===== config.mk =====
export PLATFORM = sky130hd
export DESIGN_NAME = fpDecodeStage_flat
export DESIGN_NICKNAME = d
export VERILOG_FILES = /design/src/hw/fctrlPkg.sv /design/src/hw/fpCtrlIf.sv /design/src/hw/fpDecodeStage.sv /design/src/flat_wrapper.sv
export VERILOG_INCLUDE_DIRS = /design/src /design/src/hw
export SDC_FILE = /design/constraint.sdc
export NUM_CORES = 1
export LEC_CHECK = 0
export BUFFER_PORTS_ARGS = -buffer_cell sky130_fd_sc_hd__buf_4
export CAP_MARGIN = 40
export CORE_UTILIZATION = 46
export DETAILED_ROUTE_END_ITERATION = 6
export PLACE_DENSITY = 0.87
export RECOVER_POWER = 100
export SYNTH_ARGS = -nofsm -noshare
export SYNTH_HDL_FRONTEND = slang
export SYNTH_SLANG_ARGS = --single-unit

===== constraint.sdc =====
create_clock -name vclk -period 8.6
set_input_delay 2.58 -clock vclk [all_inputs]
set_output_delay 2.58 -clock vclk [all_outputs]
set_load 0.02 [all_outputs]

===== src/hw/fctrl_cfg.svh =====
`ifndef FCTRL_CFG_SVH
`define FCTRL_CFG_SVH

// integer register width, RV32 only
`define XLEN         32
// double precision legal
`define D_SUPPORTED  1'b1

`define RM_WIDTH     3   // rounding mode
`define OPCTRL_WIDTH 3   // per-unit operation select
`define ADR_WIDTH    5   // fp register address
`define TBL_WIDTH    12  // decode table row
`define CTRL_WIDTH   15  // packed stage bundle

// instruction field positions (lsb)
`define F3_LSB       12
`define RS1_LSB      15
`define RS2_LSB      20
`define F7_LSB       25
`define RS3_LSB      27

`endif


===== src/hw/fctrlPkg.sv =====
package fctrlPkg;

  `include "fctrl_cfg.svh"

  // major opcodes handled by the fpu
  typedef enum logic [6:0] {
    loadFp  = 7'b0000111,
    storeFp = 7'b0100111,
    madd    = 7'b1000011,
    msub    = 7'b1000111,
    nmsub   = 7'b1001011,
    nmadd   = 7'b1001111,
    opFp    = 7'b1010011
  } fpOpcodeE;

  // final result select, meaning depends on destination
  //   fp dest: other / postproc / store   int dest: cmp / cvt / class / mv
  typedef enum logic [1:0] {
    resOther    = 2'b00,
    resPostProc = 2'b01,
    resStore    = 2'b10,
    resMove     = 2'b11
  } resSelE;

  // post-processing unit select
  typedef enum logic [1:0] {
    ppCvt = 2'b00,
    ppDiv = 2'b01,
    ppFma = 2'b10
  } postProcSelE;

  typedef enum logic [`RM_WIDTH-1:0] {
    rne  = 3'b000,  // nearest, ties to even
    rtz  = 3'b001,
    rdn  = 3'b010,
    rup  = 3'b011,
    rmm  = 3'b100,  // nearest, ties away
    rsv5 = 3'b101,
    rsv6 = 3'b110,
    dyn  = 3'b111   // take frm from csr
  } roundModeE;

  // mstatus.FS
  typedef enum logic [1:0] {
    fsOff     = 2'b00,
    fsInitial = 2'b01,
    fsClean   = 2'b10,
    fsDirty   = 2'b11
  } fsStateE;

endpackage


===== src/hw/fpCtrlIf.sv =====
`timescale 1ns/1ps
`include "fctrl_cfg.svh"

// decoded fp controls for one pipeline stage
interface fpCtrlIf import fctrlPkg::*; ();

  logic                     regWrite;     // fp regfile write
  logic                     writeInt;     // int regfile write
  resSelE                   resSel;
  postProcSelE              postProcSel;
  logic [`OPCTRL_WIDTH-1:0] opCtrl;
  roundModeE                frm;
  logic                     fmt;          // 1 = double
  logic                     cvtInt;       // fp -> int convert
  logic                     active;       // legal fp op in flight

  // stage that produces the bundle
  modport src (
    output regWrite, writeInt, resSel, postProcSel,
    output opCtrl, frm, fmt, cvtInt, active
  );

  // stage that consumes it
  modport sink (
    input regWrite, writeInt, resSel, postProcSel,
    input opCtrl, frm, fmt, cvtInt, active
  );

endinterface


===== src/hw/fpDecodeStage.sv =====
`timescale 1ns/1ps
`include "fctrl_cfg.svh"

module fpDecodeStage import fctrlPkg::*; (
  input  logic [31:0]           instrD,
  input  fsStateE               statusFs,
  input  roundModeE             frmRegW,     // csr frm
  fpCtrlIf.src                  ctrl,
  output logic                  divStartD,
  output logic                  illegalD,
  output logic                  xEnD, yEnD, zEnD,
  output logic [`ADR_WIDTH-1:0] adr1D, adr2D, adr3D
);

  fpOpcodeE              opD;
  logic [2:0]            funct3;
  logic [6:0]            funct7;
  logic [4:0]            rs2;
  logic                  loadStore;
  logic                  fmtOk, rmOk;
  logic                  mvToFp;       // fmv.w.x
  logic [`TBL_WIDTH-1:0] ctl;          // decode table row

  ////////////////////////////////////////////////////////////////////////////
  // instruction fields

  assign opD    = fpOpcodeE'(instrD[6:0]);
  assign funct3 = instrD[`F3_LSB +: 3];
  assign funct7 = instrD[`F7_LSB +: 7];
  assign rs2    = instrD[`RS2_LSB +: 5];

  assign adr1D = instrD[`RS1_LSB +: `ADR_WIDTH];
  assign adr2D = instrD[`RS2_LSB +: `ADR_WIDTH];
  assign adr3D = instrD[`RS3_LSB +: `ADR_WIDTH];   // fma third source

  assign loadStore = (opD == loadFp) || (opD == storeFp);

  // only s and d exist here
  assign fmtOk = (funct7[1:0] == 2'b00) || (funct7[1:0] == 2'b01 && `D_SUPPORTED);

  // 5/6 reserved; dyn is reserved too when csr frm holds 5..7
  assign rmOk = !(funct3 inside {rsv5, rsv6}) && !(funct3 == dyn && frmRegW > rmm);

  ////////////////////////////////////////////////////////////////////////////
  // control table
  // row: regWrite_writeInt_resSel_postProcSel_opCtrl_divStart_cvtInt_legal

  always_comb begin
    ctl = '0;                                                // illegal by default
    if (statusFs != fsOff && (loadStore || (fmtOk && rmOk))) begin
      case (opD)
        loadFp:  if (funct3 == 3'b010 || (funct3 == 3'b011 && `D_SUPPORTED))
                   ctl = `TBL_WIDTH'b1_0_10_00_000_0_0_1;   // flw / fld
        storeFp: if (funct3 == 3'b010 || (funct3 == 3'b011 && `D_SUPPORTED))
                   ctl = `TBL_WIDTH'b0_0_10_00_000_0_0_1;   // fsw / fsd
        madd:    ctl = `TBL_WIDTH'b1_0_01_10_000_0_0_1;
        msub:    ctl = `TBL_WIDTH'b1_0_01_10_001_0_0_1;
        nmsub:   ctl = `TBL_WIDTH'b1_0_01_10_010_0_0_1;
        nmadd:   ctl = `TBL_WIDTH'b1_0_01_10_011_0_0_1;
        opFp: begin
          case (funct7[6:2])
            5'b00000: ctl = `TBL_WIDTH'b1_0_01_10_110_0_0_1;  // fadd
            5'b00001: ctl = `TBL_WIDTH'b1_0_01_10_111_0_0_1;  // fsub
            5'b00010: ctl = `TBL_WIDTH'b1_0_01_10_100_0_0_1;  // fmul
            5'b00011: ctl = `TBL_WIDTH'b1_0_01_01_000_1_0_1;  // fdiv
            5'b01011: if (rs2 == 5'b00000)
                        ctl = `TBL_WIDTH'b1_0_01_01_001_1_0_1; // fsqrt
            5'b00100: if (funct3 inside {3'b000, 3'b001, 3'b010})
                        ctl = {7'b1_0_00_00_0, funct3[1:0], 3'b0_0_1}; // fsgnj/n/x
            5'b00101: begin
              if (funct3 == 3'b000)
                ctl = `TBL_WIDTH'b1_0_00_00_110_0_0_1;        // fmin
              else if (funct3 == 3'b001)
                ctl = `TBL_WIDTH'b1_0_00_00_101_0_0_1;        // fmax
            end
            5'b10100: begin
              if (funct3 == 3'b000)
                ctl = `TBL_WIDTH'b0_1_00_00_011_0_0_1;        // fle
              else if (funct3 == 3'b001)
                ctl = `TBL_WIDTH'b0_1_00_00_001_0_0_1;        // flt
              else if (funct3 == 3'b010)
                ctl = `TBL_WIDTH'b0_1_00_00_010_0_0_1;        // feq
            end
            5'b11100: begin
              if (funct3 == 3'b001 && rs2 == 5'b00000)
                ctl = `TBL_WIDTH'b0_1_10_00_000_0_0_1;        // fclass
              else if (funct3 == 3'b000 && rs2 == 5'b00000 &&
                       (funct7[1:0] == 2'b00 || (`XLEN == 64 && funct7[1:0] == 2'b01)))
                ctl = `TBL_WIDTH'b0_1_11_00_000_0_0_1;        // fmv.x.w
            end
            5'b11110: if (funct3 == 3'b000 && rs2 == 5'b00000 && funct7[1:0] == 2'b00)
                        ctl = `TBL_WIDTH'b1_0_00_00_011_0_0_1; // fmv.w.x
            // fcvt.s.d / fcvt.d.s, opCtrl[0] is the target format
            5'b01000: if (rs2[4:1] == 4'b0000 && rs2[0] != funct7[0] && `D_SUPPORTED)
                        ctl = {8'b1_0_01_00_00, funct7[0], 3'b0_0_1};
            // w/wu -> fp, opCtrl = {int->fp, 64b, signed}
            5'b11010: if (rs2[4:1] == 4'b0000)
                        ctl = {8'b1_0_01_00_10, ~rs2[0], 3'b0_0_1};
            // fp -> w/wu
            5'b11000: if (rs2[4:1] == 4'b0000)
                        ctl = {8'b0_1_01_00_00, ~rs2[0], 3'b0_1_1};
            default:  ctl = '0;
          endcase
        end
        default: ctl = '0;
      endcase
    end
  end

  // unpack the row
  assign ctrl.regWrite    = ctl[11];
  assign ctrl.writeInt    = ctl[10];
  assign ctrl.resSel      = resSelE'(ctl[9:8]);
  assign ctrl.postProcSel = postProcSelE'(ctl[7:6]);
  assign ctrl.opCtrl      = ctl[5:3];
  assign divStartD        = ctl[2];
  assign ctrl.cvtInt      = ctl[1];
  assign illegalD         = ~ctl[0];
  assign ctrl.active      = ctl[0];

  // csr frm on dyn
  assign ctrl.frm = (funct3 == dyn) ? frmRegW : roundModeE'(funct3);

  // fp->fp cvt takes the source format from rs2, loads/stores from funct3
  assign ctrl.fmt = (opD == opFp && funct7[6:2] == 5'b01000) ? rs2[0] :
                    loadStore ? (funct3 == 3'b011) : funct7[0];

  ////////////////////////////////////////////////////////////////////////////
  // operand enables, off means nan/inf on that input is ignored

  assign mvToFp = (ctrl.resSel == resOther) && ctrl.regWrite && (ctrl.opCtrl == 3'b011);

  // x: everything but load/store, fmv.w.x, int->fp
  assign xEnD = ~((ctrl.resSel == resStore && !ctrl.writeInt) || mvToFp ||
                  (ctrl.resSel == resPostProc && ctrl.postProcSel == ppCvt && ctrl.opCtrl[2]));

  // y: off for load, fclass, fmv, cvt, sqrt
  assign yEnD = ~((ctrl.resSel == resStore && (ctrl.writeInt || ctrl.regWrite)) || mvToFp ||
                  (ctrl.resSel == resMove && ctrl.postProcSel == ppCvt) ||
                  (ctrl.resSel == resPostProc && (ctrl.postProcSel == ppCvt ||
                   (ctrl.postProcSel == ppDiv && ctrl.opCtrl[0]))));

  // z: fma family plus add/sub
  assign zEnD = (ctrl.postProcSel == ppFma) && (!ctrl.opCtrl[2] || ctrl.opCtrl[1]);

  // a trapping op must not write back or start the divider
  always_comb begin
    if (illegalD)
      assert (!ctrl.regWrite && !ctrl.writeInt && !divStartD)
        else $error("illegal fp instruction still issues side effects");
  end

endmodule


===== src/flat_wrapper.sv =====
// flat-port wrapper written by rule: the top's interface ports become plain ports
module fpDecodeStage_flat import fctrlPkg::*;
  (instrD, statusFs, frmRegW, divStartD, illegalD, xEnD, yEnD, zEnD, adr1D, adr2D, adr3D, ctrl_regWrite, ctrl_writeInt, ctrl_resSel, ctrl_postProcSel, ctrl_opCtrl, ctrl_frm, ctrl_fmt, ctrl_cvtInt, ctrl_active);
  fpCtrlIf ctrl_i ();
  input  logic [31:0] instrD;
  input  fsStateE statusFs;
  input  roundModeE frmRegW;
  output logic divStartD;
  output logic illegalD;
  output logic xEnD;
  output logic yEnD;
  output logic zEnD;
  output logic [`ADR_WIDTH-1:0] adr1D;
  output logic [`ADR_WIDTH-1:0] adr2D;
  output logic [`ADR_WIDTH-1:0] adr3D;
  output wire logic [$bits(ctrl_i.regWrite)-1:0] ctrl_regWrite;
  output wire logic [$bits(ctrl_i.writeInt)-1:0] ctrl_writeInt;
  output wire logic [$bits(ctrl_i.resSel)-1:0] ctrl_resSel;
  output wire logic [$bits(ctrl_i.postProcSel)-1:0] ctrl_postProcSel;
  output wire logic [$bits(ctrl_i.opCtrl)-1:0] ctrl_opCtrl;
  output wire logic [$bits(ctrl_i.frm)-1:0] ctrl_frm;
  output wire logic [$bits(ctrl_i.fmt)-1:0] ctrl_fmt;
  output wire logic [$bits(ctrl_i.cvtInt)-1:0] ctrl_cvtInt;
  output wire logic [$bits(ctrl_i.active)-1:0] ctrl_active;
  assign ctrl_regWrite = ctrl_i.regWrite;
  assign ctrl_writeInt = ctrl_i.writeInt;
  assign ctrl_resSel = ctrl_i.resSel;
  assign ctrl_postProcSel = ctrl_i.postProcSel;
  assign ctrl_opCtrl = ctrl_i.opCtrl;
  assign ctrl_frm = ctrl_i.frm;
  assign ctrl_fmt = ctrl_i.fmt;
  assign ctrl_cvtInt = ctrl_i.cvtInt;
  assign ctrl_active = ctrl_i.active;
  fpDecodeStage u_core (.instrD(instrD), .statusFs(statusFs), .frmRegW(frmRegW), .ctrl(ctrl_i), .divStartD(divStartD), .illegalD(illegalD), .xEnD(xEnD), .yEnD(yEnD), .zEnD(zEnD), .adr1D(adr1D), .adr2D(adr2D), .adr3D(adr3D));
endmodule

==> results of run 1 <==
-- power by group through the flow --
stage	combinational (mW)	sequential, mW	clock (mW)
floorplan	0.0301	0	0
detailed placement	0.0447	0	0
global placement	0.0439	0	0
finish	0.0417	0	0
global route	0.0456	0	0
CTS	0.0448	0	0
-- critical path, stage by stage --
cell and delay [ns]:
buf_4 0.12, nand4b_4 0.17, nor4b_1 0.71, o31ai_1 0.38, or2_0 0.35, nor4_1 0.31
nor3b_1 0.09, nor3_1 0.17, clkbuf_1 0.26
-- worst paths after layout --
kind	start	endpoint	slack (ns)	depth (start not counted)
max	instrD[5]	yEnD	0.88	9
min	instrD[15]	adr1D[0]	5.16	0
-- metrics by stage --
step	hold WS [ns]	util	worst slack (ns)	area [µm²]
3_5_place_dp	5.16	0.647	1.33	1270
5_1_grt	5.16	0.584	0.695	1140
2_1_floorplan	5.27	-	1.37	961
6_report	5.16	0.584	0.878	1140
4_1_cts	5.16	0.647	1.32	1270
3_3_place_gp	5.16	0.647	1.33	1270
-- area by class of cell --
cell class                 instances  area share
multi-input combinational        119       0.656
timing repair buffer              57       0.289
tap                               27      0.0295
inverter                           8      0.0262
-- layer usage --
layer / wire [µm] / track usage / up-vias / part of all wire
li1: - / - / 611 / -
met1: 1230 / 0.340 / 590 / 0.42
met2: 1510 / 0.497 / 70 / 0.51
met3: 224 / 0.0151 / 0 / 0.076
met4: 0 / 0.0278 / 0 / 0
met5: 0 / 0 / - / 0
-- logic make-up after synthesis --
family,after synthesis,share of synthesized area
simple gates,73,0.451
xor+xnor,2,0.0182
compound gates,43,0.329
mux,1,0.0117
buf+inv,31,0.190
-- placed cells by master, fill, tap and decap left out, drive strengths merged, types with 2 or more instances in the layout --
cell	Yosys	routed
buf	21	31
clkbuf	2	26
nor2	18	18
nand2	11	11
nor3	10	10
nand3	8	8
inv	8	8
a21oi	7	7
o21a	6	6
nand2b	5	5
o21ai	5	5
nor4	4	4
o31ai	3	3
a211oi	3	3
nor3b	3	3
o211ai	3	3
a31oi	3	3
or4b	3	3
or3	2	2
a22oi	2	2
a21o	2	2
o41ai	2	2
a21boi	2	2
or2	2	2
==> flow_summary.yaml, run 1 <==
power:
  p_sw_mw: 0.0247
  pwr-share-comb: 1.000
  clkPwrFrac: 0
  total_power_mw: 0.0417
  p_int_mw: 0.0170
  p_leak_nw: 0.443
  power_density_nw_per_um2: 36.4
  vdd_drop_max_mv: 0.0270
  power_switching_share: 0.592
  sequentialPowerShare: 0
worst_setup_path:
  worstPathArrival_ns: 5.14
  endpoint_kind: "output pin"
  worstPathRequired_ns: 6.02
  cp_max_fo: 5
  critical_path_class: "in -> out"
  start_kind: "input pin"
global_routing:
  grt_start_max_net_pins: 16
  grt_pass1_vias: 1083
  antenna_found_initial: 0
  overflow: 0
  grt_usage: 0.265
  grt_first_pass_wirelength_mm: 4.50
timing:
  tns_ns: 0
  max_freq_mhz: 130
  fin_crit_sh: 0.898
  setup_viol: 0
  worstMarginPinSlew_ns: 0.868
  slew_violations: 0
  slew_headroom: 0.412
  rsz0062_at_grt: "false"
  period_needed_ns: 7.72
  finalHoldViolCount: 0
floorplanning:
  io_pins: 72
  num_rows: 16
  core_area_um2: 1960
  die_h_um: 47.7
  initial_core_util: 0.490
  die_area_um2: 2280
  dieWidth_um: 47.7
finish:
  multi_input_area_um2: 751
  register_area_um2: 0
  nFlopsAndLatches: 0
  layout.cells.non_filler: 211
  clock_buffers: 0
  finish.net_count: 223
  fillers: 238
  num_antenna_cells: 0
  synthToLayoutAreaGrowth_pct: 19.1
  drive_gt1_frac: 0.212
yosys:
  ys_types: 48
  synth_nets: 187
  synth_area_leaders: "buf_4, nor2_1, nor3_1, o21a_1, nand2_1"
  syn_area_per_cell_um2: 6.41
  yosysMostFrequentCell: "nor2_1"
  ys_seq_area_frac: 0
  yosys_warnings: 0
  synth_area_um2: 961
  yosysTopAreaCellShare: 0.125
  yosys.area.top_type: "buf_4"
  synth_commonest_cells: "nor2_1, buf_4, nand2_1"
  syn_inst: 150
clocking:
  cts_hold_buf: 0
  cts_setup_buffers: 0
  cts_resized: 0
route:
  dr.pass1.iters: 4
  drt-total-wl_mm: 2.96
  antenna_left: 0
  avgRoutedWirePerCell_um: 14.0
  vias: 1271
  vias_per_cell: 6.02
  drc: 0
  dr.first_iter.drc_count: 33
run_status:
  outcome: "finished, final reports clean"
place:
  gp_congestion: 0.895
  dpl.cell_count: 211
  dpl.hpwl_mm: 2.45
  port_buffers: 57
run:
  cap_violations: 0
min_path:
  hp-class: "in -> out"
No activity file was read; power rests on OpenSTA's default activity.
==> run 2, diff against run 1 <==
--- a/config.mk
+++ b/config.mk
@@ -8,10 +8,11 @@
 export LEC_CHECK = 0
 export BUFFER_PORTS_ARGS = -buffer_cell sky130_fd_sc_hd__buf_4
 export CAP_MARGIN = 40
-export CORE_UTILIZATION = 46
+export CORE_UTILIZATION = 43
 export DETAILED_ROUTE_END_ITERATION = 6
-export PLACE_DENSITY = 0.87
+export PLACE_DENSITY = 0.82
 export RECOVER_POWER = 100
+export SLEW_MARGIN = 40
 export SYNTH_ARGS = -nofsm -noshare
 export SYNTH_HDL_FRONTEND = slang
 export SYNTH_SLANG_ARGS = --single-unit
==> constraint.sdc (replaced) <==
create_clock -name vclk -period 7.8
set_input_delay 2.34 -clock vclk [all_inputs]
set_output_delay 2.34 -clock vclk [all_outputs]
set_load 0.02 [all_outputs]
==> run 2 against run 1 <==
  * Worst setup slack got worse by 0.067 ns
  * Via count rose by 1.1%
  * Utilization shrank 1.4 points
  * Critical path depth unchanged
==> flow_summary.yaml, run 2 (synthesized netlist as in run 1, its figures left out) <==
run_status:
  outcome: "finished, final reports clean"
route:
  drt-total-wl_mm: 2.97
  vias: 1285
  vias_per_cell: 6.09
  dr.pass1.iters: 4
  dr.first_iter.drc_count: 26
  avgRoutedWirePerCell_um: 14.1
  drc: 0
  antenna_left: 0
power:
  total_power_mw: 0.0459
  pwr-share-comb: 1.000
  clkPwrFrac: 0
  power_switching_share: 0.589
  p_int_mw: 0.0189
  p_sw_mw: 0.0270
  power_density_nw_per_um2: 39.9
  p_leak_nw: 0.437
  vdd_drop_max_mv: 0.0304
  sequentialPowerShare: 0
run:
  cap_violations: 0
floorplanning:
  die_h_um: 49.3
  core_area_um2: 2020
  initial_core_util: 0.475
  die_area_um2: 2430
  io_pins: 72
  num_rows: 16
  dieWidth_um: 49.3
finish:
  layout.cells.non_filler: 211
  finish.net_count: 223
  clock_buffers: 0
  nFlopsAndLatches: 0
  drive_gt1_frac: 0.223
  final_util: 0.569
  register_area_um2: 0
  final_cell_area_um2: 1150
  final_cell_mix: "buf_4, clkbuf_1, nor2_1, nand2_1, nor3_1"
  synthToLayoutAreaGrowth_pct: 19.8
  layout_commonest_cell: "buf_4"
  num_antenna_cells: 0
timing:
  max_freq_mhz: 143
  hold_ws_ns: 4.68
  slew_headroom: 0.544
  fin_crit_sh: 0.896
  setup_viol: 0
  setup_slack_ns: 0.812
  period_needed_ns: 6.99
  rsz0062_at_grt: "false"
  finalHoldViolCount: 0
  tns_ns: 0
  worstMarginPinSlew_ns: 0.678
  slew_violations: 0
worst_setup_path:
  endpoint_kind: "output pin"
  worstPathRequired_ns: 5.46
  critical_path_class: "in -> out"
  cp_max_fo: 5
  worstPathArrival_ns: 4.65
  start_kind: "input pin"
clocking:
  cts_hold_buf: 0
  cts_setup_buffers: 0
  cts_resized: 0
global_routing:
  grt_usage: 0.237
  antenna_found_initial: 0
  overflow: 0
  grt_pass1_vias: 1153
  grt_start_max_net_pins: 16
  grt_first_pass_wirelength_mm: 4.82
place:
  dpl.cell_count: 211
  dpl_worst_slack_ns: 0.893
  port_buffers: 57
  dpl_cell_area_um2: 1270
  gp_congestion: 0.957
  dpl.hpwl_mm: 2.41
min_path:
  hp-class: "in -> out"
==> run 2: final timing paths <==
kind	startpoint	endpoint	cells past startpoint
hold / removal	instrD[15]	adr1D[0]	0
setup / recovery	instrD[5]	yEnD	9
==> run 2: layer usage <==
metal  global-route usage  up-vias  wire (µm)  share of wire
met3               0.0187        6        295          0.099
li1                     -      611          -              -
met5                    0        -          0              0
met4               0.0490        0         24         0.0081
met1                0.281      584       1140           0.39
met2                0.454       84       1500           0.51
==> run 2: power by group through the flow <==
| stage | clock network [mW] | registers [mW] | logic [mW] |
|---|---|---|---|
| CTS | 0 | 0 | 0.0493 |
| floorplan | 0 | 0 | 0.0332 |
| detailed placement | 0 | 0 | 0.0492 |
| finish | 0 | 0 | 0.0459 |
| global placement | 0 | 0 | 0.0479 |
| global route | 0 | 0 | 0.0497 |
==> run 2: layout make-up <==
type	count	area, µm²
Fill cell	226	871
Inverter	8	30.0
Multi-Input combinational cell	119	753
Tap cell	27	33.8
Timing Repair Buffer	57	334
==> run 2: worst max-delay path, stage by stage <==
cell and delay, ns:
buf_4 0.12, nand4b_4 0.17, nor4b_2 0.53, o31ai_1 0.30, or2_0 0.33, nor4_1 0.30, nor3b_1 0.08, nor3_1 0.19
clkbuf_1 0.27
